$ cat src/core_ctrl_pkg.sv
// Control-path definitions: datapath selects, ALU and branch operations, control bundle.
package core_ctrl_pkg;

  typedef enum logic [1:0] {
    PC_PLUS4,
    PC_ALU,
    PC_BRANCH
  } pc_mux_t;

  typedef enum logic [1:0] {
    WB_ALU,
    WB_MEM,
    WB_PC_PLUS4
  } wb_data_mux_t;

  typedef enum logic [1:0] {
    A_RS1,
    A_PC,
    A_ZERO
  } alu_a_mux_t;

  typedef enum logic {
    B_RS2,
    B_IMM
  } alu_b_mux_t;

  // encodings follow funct3 of the ALU instructions.
  typedef enum logic [2:0] {
    ALU_ADD  = 3'b000,
    ALU_SLL  = 3'b001,
    ALU_SLT  = 3'b010,
    ALU_SLTU = 3'b011,
    ALU_XOR  = 3'b100,
    ALU_SRL  = 3'b101,
    ALU_OR   = 3'b110,
    ALU_AND  = 3'b111
  } alu_op_t;

  typedef enum logic [2:0] {
    BR_BEQ,
    BR_BNE,
    BR_BLT,
    BR_BGE,
    BR_BLTU,
    BR_BGEU
  } branch_op_t;

  typedef struct packed {
    pc_mux_t      pc_mux_sel;
    wb_data_mux_t wb_data_mux_sel;
    logic         wb_write_enable;
    alu_a_mux_t   alu_a_mux_sel;
    alu_b_mux_t   alu_b_mux_sel;
    alu_op_t      alu_op;
    logic         sub_arith;
    logic         dmem_write_enable;
    branch_op_t   branch_op;
  } ctrl_t;

  // an instruction that writes nothing and falls through to the next address.
  localparam ctrl_t ctrl_nop = '{
    pc_mux_sel:        PC_PLUS4,
    wb_data_mux_sel:   WB_ALU,
    wb_write_enable:   1'b0,
    alu_a_mux_sel:     A_RS1,
    alu_b_mux_sel:     B_IMM,
    alu_op:            ALU_ADD,
    sub_arith:         1'b0,
    dmem_write_enable: 1'b0,
    branch_op:         BR_BEQ
  };

endpackage

$ cat src/rv_isa_pkg.sv
// RV32I instruction-set definitions: data types, major opcodes and function codes.
package rv_isa_pkg;

  localparam int xlen = 32;

  // data, address and instruction values all share the machine word.
  typedef logic [xlen-1:0] word;
  typedef logic [4:0] r;

  typedef enum logic [6:0] {
    OP_LUI    = 7'b0110111,
    OP_AUIPC  = 7'b0010111,
    OP_JAL    = 7'b1101111,
    OP_JALR   = 7'b1100111,
    OP_BRANCH = 7'b1100011,
    OP_LOAD   = 7'b0000011,
    OP_STORE  = 7'b0100011,
    OP_ALUI   = 7'b0010011,
    OP_ALU    = 7'b0110011,
    OP_FENCE  = 7'b0001111,
    OP_CSR    = 7'b1110011
  } opcode_t;

  // branch conditions in funct3.
  localparam logic [2:0] f3_beq  = 3'b000;
  localparam logic [2:0] f3_bne  = 3'b001;
  localparam logic [2:0] f3_blt  = 3'b100;
  localparam logic [2:0] f3_bge  = 3'b101;
  localparam logic [2:0] f3_bltu = 3'b110;
  localparam logic [2:0] f3_bgeu = 3'b111;

  // arithmetic and logic functions in funct3.
  localparam logic [2:0] f3_add  = 3'b000;
  localparam logic [2:0] f3_sll  = 3'b001;
  localparam logic [2:0] f3_slt  = 3'b010;
  localparam logic [2:0] f3_sltu = 3'b011;
  localparam logic [2:0] f3_xor  = 3'b100;
  localparam logic [2:0] f3_srl  = 3'b101;
  localparam logic [2:0] f3_or   = 3'b110;
  localparam logic [2:0] f3_and  = 3'b111;

  // word access width, the only one the core supports.
  localparam logic [2:0] f3_word = 3'b010;

  // funct7 for SUB and SRA.
  localparam logic [6:0] f7_alt = 7'b0100000;

endpackage

$ cat src/alu.sv
// Arithmetic, logic, shift and compare unit of the integer core.
`timescale 1ns/10ps

module alu (
  input  rv_isa_pkg::word        a,
  input  rv_isa_pkg::word        b,
  input  core_ctrl_pkg::alu_op_t alu_op,
  input  logic                   sub_arith,
  output rv_isa_pkg::word        result
);

  logic [$clog2(rv_isa_pkg::xlen)-1:0] shamt;
  rv_isa_pkg::word                     sum;
  rv_isa_pkg::word                     shift_right;

  assign shamt = b[$clog2(rv_isa_pkg::xlen)-1:0];

  // sub_arith selects subtraction here and sign fill on the right shift.
  assign sum         = sub_arith ? (a - b) : (a + b);
  assign shift_right = sub_arith ? rv_isa_pkg::word'($signed(a) >>> shamt) : (a >> shamt);

  always_comb begin
    case (alu_op)
      core_ctrl_pkg::ALU_ADD:  result = sum;
      core_ctrl_pkg::ALU_SLL:  result = a << shamt;
      core_ctrl_pkg::ALU_SLT:  result = rv_isa_pkg::word'($signed(a) < $signed(b));
      core_ctrl_pkg::ALU_SLTU: result = rv_isa_pkg::word'(a < b);
      core_ctrl_pkg::ALU_XOR:  result = a ^ b;
      core_ctrl_pkg::ALU_SRL:  result = shift_right;
      core_ctrl_pkg::ALU_OR:   result = a | b;
      core_ctrl_pkg::ALU_AND:  result = a & b;
      default:                 result = sum;
    endcase
  end

endmodule

$ cat src/branch_unit.sv
// Branch condition evaluation on two register values.
`timescale 1ns/10ps

module branch_unit (
  input  rv_isa_pkg::word           rs1_data,
  input  rv_isa_pkg::word           rs2_data,
  input  core_ctrl_pkg::branch_op_t branch_op,
  output logic                      taken
);

  logic eq;
  logic lt;
  logic ltu;

  assign eq  = (rs1_data == rs2_data);
  assign lt  = ($signed(rs1_data) < $signed(rs2_data));
  assign ltu = (rs1_data < rs2_data);

  always_comb begin
    case (branch_op)
      core_ctrl_pkg::BR_BEQ:  taken = eq;
      core_ctrl_pkg::BR_BNE:  taken = !eq;
      core_ctrl_pkg::BR_BLT:  taken = lt;
      core_ctrl_pkg::BR_BGE:  taken = !lt;
      core_ctrl_pkg::BR_BLTU: taken = ltu;
      core_ctrl_pkg::BR_BGEU: taken = !ltu;
      default:                taken = 1'b0;
    endcase
  end

endmodule

$ cat src/decoder.sv
// Instruction decoder turning an RV32I word into register indices, immediate and controls.
`timescale 1ns/10ps

module decoder (
  input  rv_isa_pkg::word      instr,
  output rv_isa_pkg::r         rs1,
  output rv_isa_pkg::r         rs2,
  output rv_isa_pkg::r         rd,
  output rv_isa_pkg::word      imm,
  output core_ctrl_pkg::ctrl_t ctrl
);

  rv_isa_pkg::opcode_t   opcode;
  logic [2:0]            funct3;
  logic [6:0]            funct7;
  rv_isa_pkg::word       imm_i;
  rv_isa_pkg::word       imm_s;
  rv_isa_pkg::word       imm_b;
  rv_isa_pkg::word       imm_u;
  rv_isa_pkg::word       imm_j;
  core_ctrl_pkg::alu_op_t alu_fn;
  logic                  alt_fn;

  assign opcode = rv_isa_pkg::opcode_t'(instr[6:0]);
  assign funct3 = instr[14:12];
  assign funct7 = instr[31:25];
  assign rd     = instr[11:7];
  assign rs1    = instr[19:15];
  assign rs2    = instr[24:20];

  assign imm_i = {{20{instr[31]}}, instr[31:20]};
  assign imm_s = {{20{instr[31]}}, instr[31:25], instr[11:7]};
  assign imm_b = {{19{instr[31]}}, instr[31], instr[7], instr[30:25], instr[11:8], 1'b0};
  assign imm_u = {instr[31:12], 12'b0};
  assign imm_j = {{11{instr[31]}}, instr[31], instr[19:12], instr[20], instr[30:21], 1'b0};

  // funct7 only selects the alternate form of add and right shift.
  assign alt_fn = (funct7 == rv_isa_pkg::f7_alt);

  always_comb begin
    case (funct3)
      rv_isa_pkg::f3_add:  alu_fn = core_ctrl_pkg::ALU_ADD;
      rv_isa_pkg::f3_sll:  alu_fn = core_ctrl_pkg::ALU_SLL;
      rv_isa_pkg::f3_slt:  alu_fn = core_ctrl_pkg::ALU_SLT;
      rv_isa_pkg::f3_sltu: alu_fn = core_ctrl_pkg::ALU_SLTU;
      rv_isa_pkg::f3_xor:  alu_fn = core_ctrl_pkg::ALU_XOR;
      rv_isa_pkg::f3_srl:  alu_fn = core_ctrl_pkg::ALU_SRL;
      rv_isa_pkg::f3_or:   alu_fn = core_ctrl_pkg::ALU_OR;
      default:             alu_fn = core_ctrl_pkg::ALU_AND;
    endcase
  end

  always_comb begin
    ctrl = core_ctrl_pkg::ctrl_nop;
    imm  = imm_i;
    case (opcode)
      rv_isa_pkg::OP_LUI: begin
        imm                  = imm_u;
        ctrl.alu_a_mux_sel   = core_ctrl_pkg::A_ZERO;
        ctrl.wb_write_enable = 1'b1;
      end
      rv_isa_pkg::OP_AUIPC: begin
        imm                  = imm_u;
        ctrl.alu_a_mux_sel   = core_ctrl_pkg::A_PC;
        ctrl.wb_write_enable = 1'b1;
      end
      rv_isa_pkg::OP_JAL: begin
        imm                  = imm_j;
        ctrl.pc_mux_sel      = core_ctrl_pkg::PC_ALU;
        ctrl.alu_a_mux_sel   = core_ctrl_pkg::A_PC;
        ctrl.wb_data_mux_sel = core_ctrl_pkg::WB_PC_PLUS4;
        ctrl.wb_write_enable = 1'b1;
      end
      rv_isa_pkg::OP_JALR: begin
        ctrl.pc_mux_sel      = core_ctrl_pkg::PC_ALU;
        ctrl.wb_data_mux_sel = core_ctrl_pkg::WB_PC_PLUS4;
        ctrl.wb_write_enable = 1'b1;
      end
      rv_isa_pkg::OP_BRANCH: begin
        imm                = imm_b;
        ctrl.alu_a_mux_sel = core_ctrl_pkg::A_PC;
        ctrl.pc_mux_sel    = core_ctrl_pkg::PC_BRANCH;
        case (funct3)
          rv_isa_pkg::f3_beq:  ctrl.branch_op = core_ctrl_pkg::BR_BEQ;
          rv_isa_pkg::f3_bne:  ctrl.branch_op = core_ctrl_pkg::BR_BNE;
          rv_isa_pkg::f3_blt:  ctrl.branch_op = core_ctrl_pkg::BR_BLT;
          rv_isa_pkg::f3_bge:  ctrl.branch_op = core_ctrl_pkg::BR_BGE;
          rv_isa_pkg::f3_bltu: ctrl.branch_op = core_ctrl_pkg::BR_BLTU;
          rv_isa_pkg::f3_bgeu: ctrl.branch_op = core_ctrl_pkg::BR_BGEU;
          // reserved conditions fall through like a no-operation.
          default:             ctrl.pc_mux_sel = core_ctrl_pkg::PC_PLUS4;
        endcase
      end
      rv_isa_pkg::OP_LOAD: begin
        // only word loads are decoded.
        if (funct3 == rv_isa_pkg::f3_word) begin
          ctrl.wb_data_mux_sel = core_ctrl_pkg::WB_MEM;
          ctrl.wb_write_enable = 1'b1;
        end
      end
      rv_isa_pkg::OP_STORE: begin
        imm = imm_s;
        if (funct3 == rv_isa_pkg::f3_word) begin
          ctrl.dmem_write_enable = 1'b1;
        end
      end
      rv_isa_pkg::OP_ALUI: begin
        ctrl.alu_op          = alu_fn;
        ctrl.sub_arith       = (funct3 == rv_isa_pkg::f3_srl) && alt_fn;
        ctrl.wb_write_enable = 1'b1;
      end
      rv_isa_pkg::OP_ALU: begin
        ctrl.alu_b_mux_sel   = core_ctrl_pkg::B_RS2;
        ctrl.alu_op          = alu_fn;
        ctrl.sub_arith       = ((funct3 == rv_isa_pkg::f3_add) ||
                                (funct3 == rv_isa_pkg::f3_srl)) && alt_fn;
        ctrl.wb_write_enable = 1'b1;
      end
      rv_isa_pkg::OP_FENCE, rv_isa_pkg::OP_CSR: begin
        ctrl = core_ctrl_pkg::ctrl_nop;
      end
      default: begin
        ctrl = core_ctrl_pkg::ctrl_nop;
      end
    endcase
  end

endmodule

$ cat src/reg_file.sv
// Integer register file with two combinational read ports and x0 tied to zero.
`timescale 1ns/10ps

module reg_file (
  input  logic            clk,
  input  logic            reset,
  input  rv_isa_pkg::r    rs1,
  input  rv_isa_pkg::r    rs2,
  input  rv_isa_pkg::r    rd,
  input  logic            wb_write_enable,
  input  rv_isa_pkg::word wb_data,
  output rv_isa_pkg::word rs1_data,
  output rv_isa_pkg::word rs2_data
);

  rv_isa_pkg::word regs [1:31];

  always_ff @(posedge clk) begin
    if (reset) begin
      for (int i = 1; i < 32; i++) begin
        regs[i] <= '0;
      end
    end else if (wb_write_enable && (rd != '0)) begin
      regs[rd] <= wb_data;
    end
  end

  // x0 has no storage and always reads as zero.
  assign rs1_data = (rs1 == '0) ? '0 : regs[rs1];
  assign rs2_data = (rs2 == '0) ? '0 : regs[rs2];

endmodule

$ cat src/rv_core.sv
// Single-cycle RV32I core with program counter, datapath muxes and execution units.
`timescale 1ns/10ps

module rv_core (
  input  logic            clk,
  input  logic            reset,
  output rv_isa_pkg::word imem_addr,
  input  rv_isa_pkg::word imem_data,
  output rv_isa_pkg::word dmem_addr,
  output rv_isa_pkg::word dmem_wdata,
  output logic            dmem_write_enable,
  input  rv_isa_pkg::word dmem_rdata
);

  rv_isa_pkg::word      pc;
  rv_isa_pkg::word      pc_plus4;
  rv_isa_pkg::word      next_pc;
  rv_isa_pkg::r         rs1;
  rv_isa_pkg::r         rs2;
  rv_isa_pkg::r         rd;
  rv_isa_pkg::word      imm;
  core_ctrl_pkg::ctrl_t ctrl;
  rv_isa_pkg::word      rs1_data;
  rv_isa_pkg::word      rs2_data;
  rv_isa_pkg::word      alu_a;
  rv_isa_pkg::word      alu_b;
  rv_isa_pkg::word      alu_result;
  rv_isa_pkg::word      wb_data;
  logic                 taken;

  decoder i_decoder (
    .instr (imem_data),
    .rs1   (rs1),
    .rs2   (rs2),
    .rd    (rd),
    .imm   (imm),
    .ctrl  (ctrl)
  );

  reg_file i_reg_file (
    .clk             (clk),
    .reset           (reset),
    .rs1             (rs1),
    .rs2             (rs2),
    .rd              (rd),
    .wb_write_enable (ctrl.wb_write_enable),
    .wb_data         (wb_data),
    .rs1_data        (rs1_data),
    .rs2_data        (rs2_data)
  );

  always_comb begin
    case (ctrl.alu_a_mux_sel)
      core_ctrl_pkg::A_PC:   alu_a = pc;
      core_ctrl_pkg::A_ZERO: alu_a = '0;
      default:               alu_a = rs1_data;
    endcase
  end

  assign alu_b = (ctrl.alu_b_mux_sel == core_ctrl_pkg::B_RS2) ? rs2_data : imm;

  alu i_alu (
    .a         (alu_a),
    .b         (alu_b),
    .alu_op    (ctrl.alu_op),
    .sub_arith (ctrl.sub_arith),
    .result    (alu_result)
  );

  branch_unit i_branch_unit (
    .rs1_data  (rs1_data),
    .rs2_data  (rs2_data),
    .branch_op (ctrl.branch_op),
    .taken     (taken)
  );

  assign pc_plus4 = pc + rv_isa_pkg::word'(4);

  always_comb begin
    case (ctrl.wb_data_mux_sel)
      core_ctrl_pkg::WB_MEM:      wb_data = dmem_rdata;
      core_ctrl_pkg::WB_PC_PLUS4: wb_data = pc_plus4;
      default:                    wb_data = alu_result;
    endcase
  end

  // JALR targets drop bit 0, which is already clear for JAL.
  always_comb begin
    case (ctrl.pc_mux_sel)
      core_ctrl_pkg::PC_ALU:    next_pc = {alu_result[rv_isa_pkg::xlen-1:1], 1'b0};
      core_ctrl_pkg::PC_BRANCH: next_pc = taken ? alu_result : pc_plus4;
      default:                  next_pc = pc_plus4;
    endcase
  end

  always_ff @(posedge clk) begin
    if (reset) begin
      pc <= '0;
    end else begin
      pc <= next_pc;
    end
  end

  assign imem_addr  = pc;
  assign dmem_addr  = alu_result;
  assign dmem_wdata = rs2_data;

  // no store may reach memory while the core is held in reset.
  assign dmem_write_enable = ctrl.dmem_write_enable && !reset;

endmodule

$ cat config.mk
export PLATFORM = sky130hd
export DESIGN_NAME = rv_core
export DESIGN_NICKNAME = d
export VERILOG_FILES = /design/src/core_ctrl_pkg.sv /design/src/rv_isa_pkg.sv /design/src/alu.sv /design/src/branch_unit.sv /design/src/decoder.sv /design/src/reg_file.sv /design/src/rv_core.sv
export SDC_FILE = /design/constraint.sdc
export NUM_CORES = 2
export LEC_CHECK = 0
export BUFFER_PORTS_ARGS = -buffer_cell sky130_fd_sc_hd__buf_4
export CAP_MARGIN = 20
export CORE_MARGIN = 5
export CORE_UTILIZATION = 40
export CTS_CLUSTER_DIAMETER = 200
export DETAILED_ROUTE_END_ITERATION = 8
export GPL_ROUTABILITY_DRIVEN = 0
export PLACE_DENSITY_LB_ADDON = 0.15
export SYNTH_ARGS = -nofsm -noshare
export SYNTH_HDL_FRONTEND = slang
export SYNTH_HIERARCHICAL = 1
export SYNTH_SLANG_ARGS = --single-unit
$ cat constraint.sdc
create_clock -name clk -period 14 [get_ports clk]
set_input_delay 3.5 -clock clk [delete_from_list [all_inputs] [get_ports clk]]
set_output_delay 3.5 -clock clk [all_outputs]
set_load 0.02 [all_outputs]
==> results.rst <==
.. list-table::
   :header-rows: 1

   * - Metric
     - Value
   * - Result of the run
     - complete, no violations
   * - Startpoint of the worst register-to-register path
     - i_reg_file/regs[13][9]
   * - Slew of the pin with the lowest slew margin
     - 1.232 ns
   * - Ys async rst share
     - 0%
   * - Post-Place Cells
     - 7836
   * - Aggregate routed wire length
     - roughly 280000 um
   * - Leading area contributor after synthesis
     - sky130_fd_sc_hd__edfxtp_1
   * - Crit. End Element
     - output pin
   * - Placeable core area
     - 169300 um^2
   * - Detailed-placement wirelength estimate
     - 194400 um
   * - Min-Delay Path Class
     - register to register
   * - Detailed-route via count
     - 51920
   * - Post-synthesis instance area
     - between 60000 and 70000 um^2
   * - Hold_sp
     - imem_addr[0]
   * - Horizontal extent of the die
     - 422.3 um
   * - Num rows
     - 151
   * - Overall overflow remaining after global route
     - 0
   * - Die height
     - between 400 and 500 um
   * - Number of antenna violations at the first check in global routing
     - 21
   * - Number of enable-type register cells in the synthesized netlist
     - 1024
   * - Mean instance size in the synthesized netlist
     - 11.92 um^2
   * - Main synth FF type
     - sky130_fd_sc_hd__edfxtp_1
   * - Yosys warnings
     - 6
   * - Library cells used by synthesis
     - 93
   * - End of the worst register-to-register path
     - i_reg_file/regs[24][23]
   * - Relative slew slack
     - 17.20%
   * - Ranking of synthesized cells by area
     - sky130_fd_sc_hd__edfxtp_1 45%, sky130_fd_sc_hd__mux4_2 13%, sky130_fd_sc_hd__and2_1 9.2%
   * - Worst setup slack after placement
     - approximately 0.54 ns
   * - Clock transition at the registers of the reported paths
     - 0.06 ns
   * - Port buffer count
     - between 150 and 200
   * - Critical path data arrival time
     - 10.23 ns
   * - Time the final worst path needs with I/O delays and setup
     - 13.73 ns
   * - Maximum number of pins on one net before global-route repair
     - 98
   * - Master of the slowest instance on the critical path
     - sky130_fd_sc_hd__nor3_1
   * - Via-per-instance ratio
     - approximately 6.4
   * - Drt first pass iters
     - 8
   * - Post-CTS setup repair buffer count
     - 0
   * - Worst supply voltage drop on vdd
     - 0.0001012 V
   * - Skew-Pair Late Insertion Delay
     - 0.77 ns
   * - Final hold violation count
     - 0
   * - Max Clock Skew
     - 0.03823 ns
   * - Cell Int Power
     - between 6 and 7 mW
   * - Worst-path maximum fanout
     - 28
   * - H-Tree Depth
     - 3
   * - CP peak stage delay
     - roughly 0.93 ns
   * - Slack of the worst reg-to-reg path
     - 6.74 ns
   * - Maximum root-to-sink buffer count
     - 3
   * - Number of synthesized register bits
     - 1056
   * - Net switching power figure
     - 3.234 mW
   * - Sequential fraction of the synthesis area
     - 46.17%
   * - Number of antenna-violating nets in the routed design
     - 0
   * - Number of DRC markers in iteration 0
     - 7065
   * - Number of clock sinks
     - 1056
   * - Number of pins with negative max-slew slack in the final report
     - 0
   * - Fraction of power consumed by the clock network
     - 34.0%
   * - Number of buffers added by the clock tree synthesis step
     - 120
   * - Area of placed instances
     - 72440 um^2
   * - All-layer global routing usage
     - between 30 and 40%
   * - Comb power frac
     - 27.3%
   * - Worst Setup Start Kind
     - primary input
   * - Number of global-route vias before repair
     - roughly 50000
   * - Highest achievable clock rate
     - 72.83 MHz
   * - Wire length of the first global-routing pass
     - around 400000 um
   * - Routed wire length per instance
     - between 30 and 40 um
   * - Standby leakage power
     - 28.79 nW
   * - RSZ-0062 raised after global routing
     - no
   * - Ratio of cells with drive above 1 in the final layout
     - ~22%
   * - Cell count of the worst reg-to-reg path
     - 19
   * - Startpoint-to-endpoint class of the critical path
     - primary input to output pin
   * - Post-layout instance area
     - 76500 um^2
   * - Total negative slack
     - 0 ns
   * - Sw frac
     - 34.02%
   * - Power per cell area
     - 124.2 nW/um^2
   * - Number of max-capacitance violations reported
     - 0
   * - Synthesis-to-finish area growth
     - 12.51%
   * - Post-synth top area share
     - 45.22%
   * - Seq pwr share
     - 38.7%
   * - Final clock period utilization by the worst path
     - between 90% and 100%
   * - Number of standard cells after synthesis
     - 5703
   * - Residual DRC
     - 0
   * - Ordered list of cells on the worst path
     - buf_4, and2_2, buf_12, a22o_1, a2111oi_0, nor3_1, mux2_2, inv_1, ha_1, or3_1, or3_4, a311oi_2, o21a_1, nor2_1, o2111ai_1, o21ai_1, xnor2_1, o211ai_1, buf_4
   * - Endpoint of the worst hold-timing path
     - imem_addr[0]
   * - CTS Root Cell
     - sky130_fd_sc_hd__clkbuf_16
   * - Net count, final
     - 5949
   * - Non-filler instance count after layout
     - 8082
   * - I/O Pins
     - 163
   * - Hold Crit Depth
     - 2
   * - Starting density of the core
     - ~40%
   * - Post-CTS sizing
     - 0
   * - CTS tree
     - yes
   * - Final-report setup violation count
     - 0
   * - Quantity of hold-fixing buffers added after cts
     - 0
   * - Required time of the critical path
     - between 10 and 15 ns
   * - Cell occurring most often along the worst timing path
     - sky130_fd_sc_hd__buf_4
   * - Floorplan die area
     - about 180000 um^2
   * - Final worst slack
     - 0.2703 ns
## synthesized netlist by cell type (all sizes together) (74+ instances only)
cell / count
edfxtp: 1024
and2: 1004
clkbuf: 403
mux2i: 389
mux4: 384
o21ai: 227
nor2: 214
a21oi: 190
inv: 176
buf: 165
a22oi: 155
nand2: 150
ha: 135
a22o: 103
nor2b: 79
mux2: 74
## per-stage QoR
stage / utilization [%] / hold slack, ns / total power, mW
after floorplan: - / 0.5524 / 5.103
after global placement: 42.78 / 0.6548 / 6.247
after detailed placement: 42.80 / 0.6481 / 6.256
after CTS: 45.14 / 0.6645 / 9.472
after global routing: 45.17 / 0.6702 / 9.787
final: 45.19 / 0.6463 / 9.505
## sequential cells by signal, summed over array words and instances (netlist names)
signal,flops
imem_addr,32
i_reg_file/regs,1024
## power groups by stage
stage	sequential [mW]	combinational, mW	clock, mW
2_1_floorplan	3.70	1.40	0
3_3_place_gp	3.74	2.51	0
3_5_place_dp	3.74	2.52	0
4_1_cts	3.67	2.52	3.27
5_1_grt	3.69	2.70	3.40
6_report	3.68	2.60	3.23
## how the worst max path moves through the flow
| stage | cells after the start | startpoint | endpoint | slack (ns) |
|---|---|---|---|---|
| after global placement | 20 | imem_data[21] | dmem_addr[20] | 0.56 |
| final | 19 | imem_data[21] | dmem_addr[23] | 0.27 |
| after detailed placement | 20 | imem_data[21] | dmem_addr[20] | 0.54 |
| after floorplan | 23 | imem_data[22] | dmem_addr[29] | 1.23 |
| after CTS | 20 | imem_data[21] | dmem_addr[20] | 0.50 |
| after global routing | 20 | imem_data[21] | dmem_addr[20] | 0.20 |
## final cells by class
cell class	instances	area, um^2
clock inverter	86	850.8
sequential	1056	31390
fill	15310	92780
antenna	13	32.53
inverter	176	660.6
clock buffer	141	3124
tap	2218	2775
timing repair buffer	458	3687
multi-input combinational	3934	33980
## layer usage
layer | global-route usage (%) | up-vias | wire [um]
met5 | 0 | - | 54
met4 | 14.72 | 8 | 15800
met3 | 6.656 | 625 | 28860
met2 | 47.47 | 3205 | 126400
met1 | 40.35 | 26430 | 108800
li1 | - | 21660 | -
## cells in the final DEF, fill, tap and decap left out, types with 37 or more instances in the layout
master                      instances
sky130_fd_sc_hd__xnor2_1           42
sky130_fd_sc_hd__o21ai_0          169
sky130_fd_sc_hd__mux4_2           384
sky130_fd_sc_hd__inv_1            174
sky130_fd_sc_hd__o22ai_1           57
sky130_fd_sc_hd__a22o_1           103
sky130_fd_sc_hd__and2_1          1001
sky130_fd_sc_hd__a22oi_1          155
sky130_fd_sc_hd__clkbuf_16        122
sky130_fd_sc_hd__nand2_1          150
sky130_fd_sc_hd__a21oi_1          188
sky130_fd_sc_hd__o211ai_1          38
sky130_fd_sc_hd__or2_2             37
sky130_fd_sc_hd__nor2_1           179
sky130_fd_sc_hd__nor2b_1           72
sky130_fd_sc_hd__a211oi_1          66
sky130_fd_sc_hd__buf_4            430
sky130_fd_sc_hd__a21o_1            37
sky130_fd_sc_hd__nor3_1            53
sky130_fd_sc_hd__mux2i_1          389
sky130_fd_sc_hd__nor4_1            42
sky130_fd_sc_hd__edfxtp_1        1024
sky130_fd_sc_hd__ha_1             134
sky130_fd_sc_hd__mux2_2            73
## cells by family (layout without fill, tap and decap cells)
logic type / after synthesis / count (layout) / synth area share, %
simple gates: 1761 / 1761 / 15.05
compound gates: 1102 / 1102 / 11.15
flops: 1056 / 1056 / 46.17
mux: 847 / 847 / 19.67
buf+inv: 744 / 861 / 4.702
fa+ha+maj: 137 / 137 / 2.543
xor+xnor: 55 / 55 / 0.7085
other cells: 1 / 45 / 0.005515
## critical path: cells and delay by family
kind | cells | cell delay, ns
AND/OR/NAND/NOR | 5 | 2.54
AO/OA/AOI/OAI | 7 | 1.79
buffers and inverters | 4 | 1.11
XOR/XNOR | 1 | 0.51
multiplexers | 1 | 0.38
adder cells (fa/ha/maj) | 1 | 0.28
(Power assumes the default switching activity.)
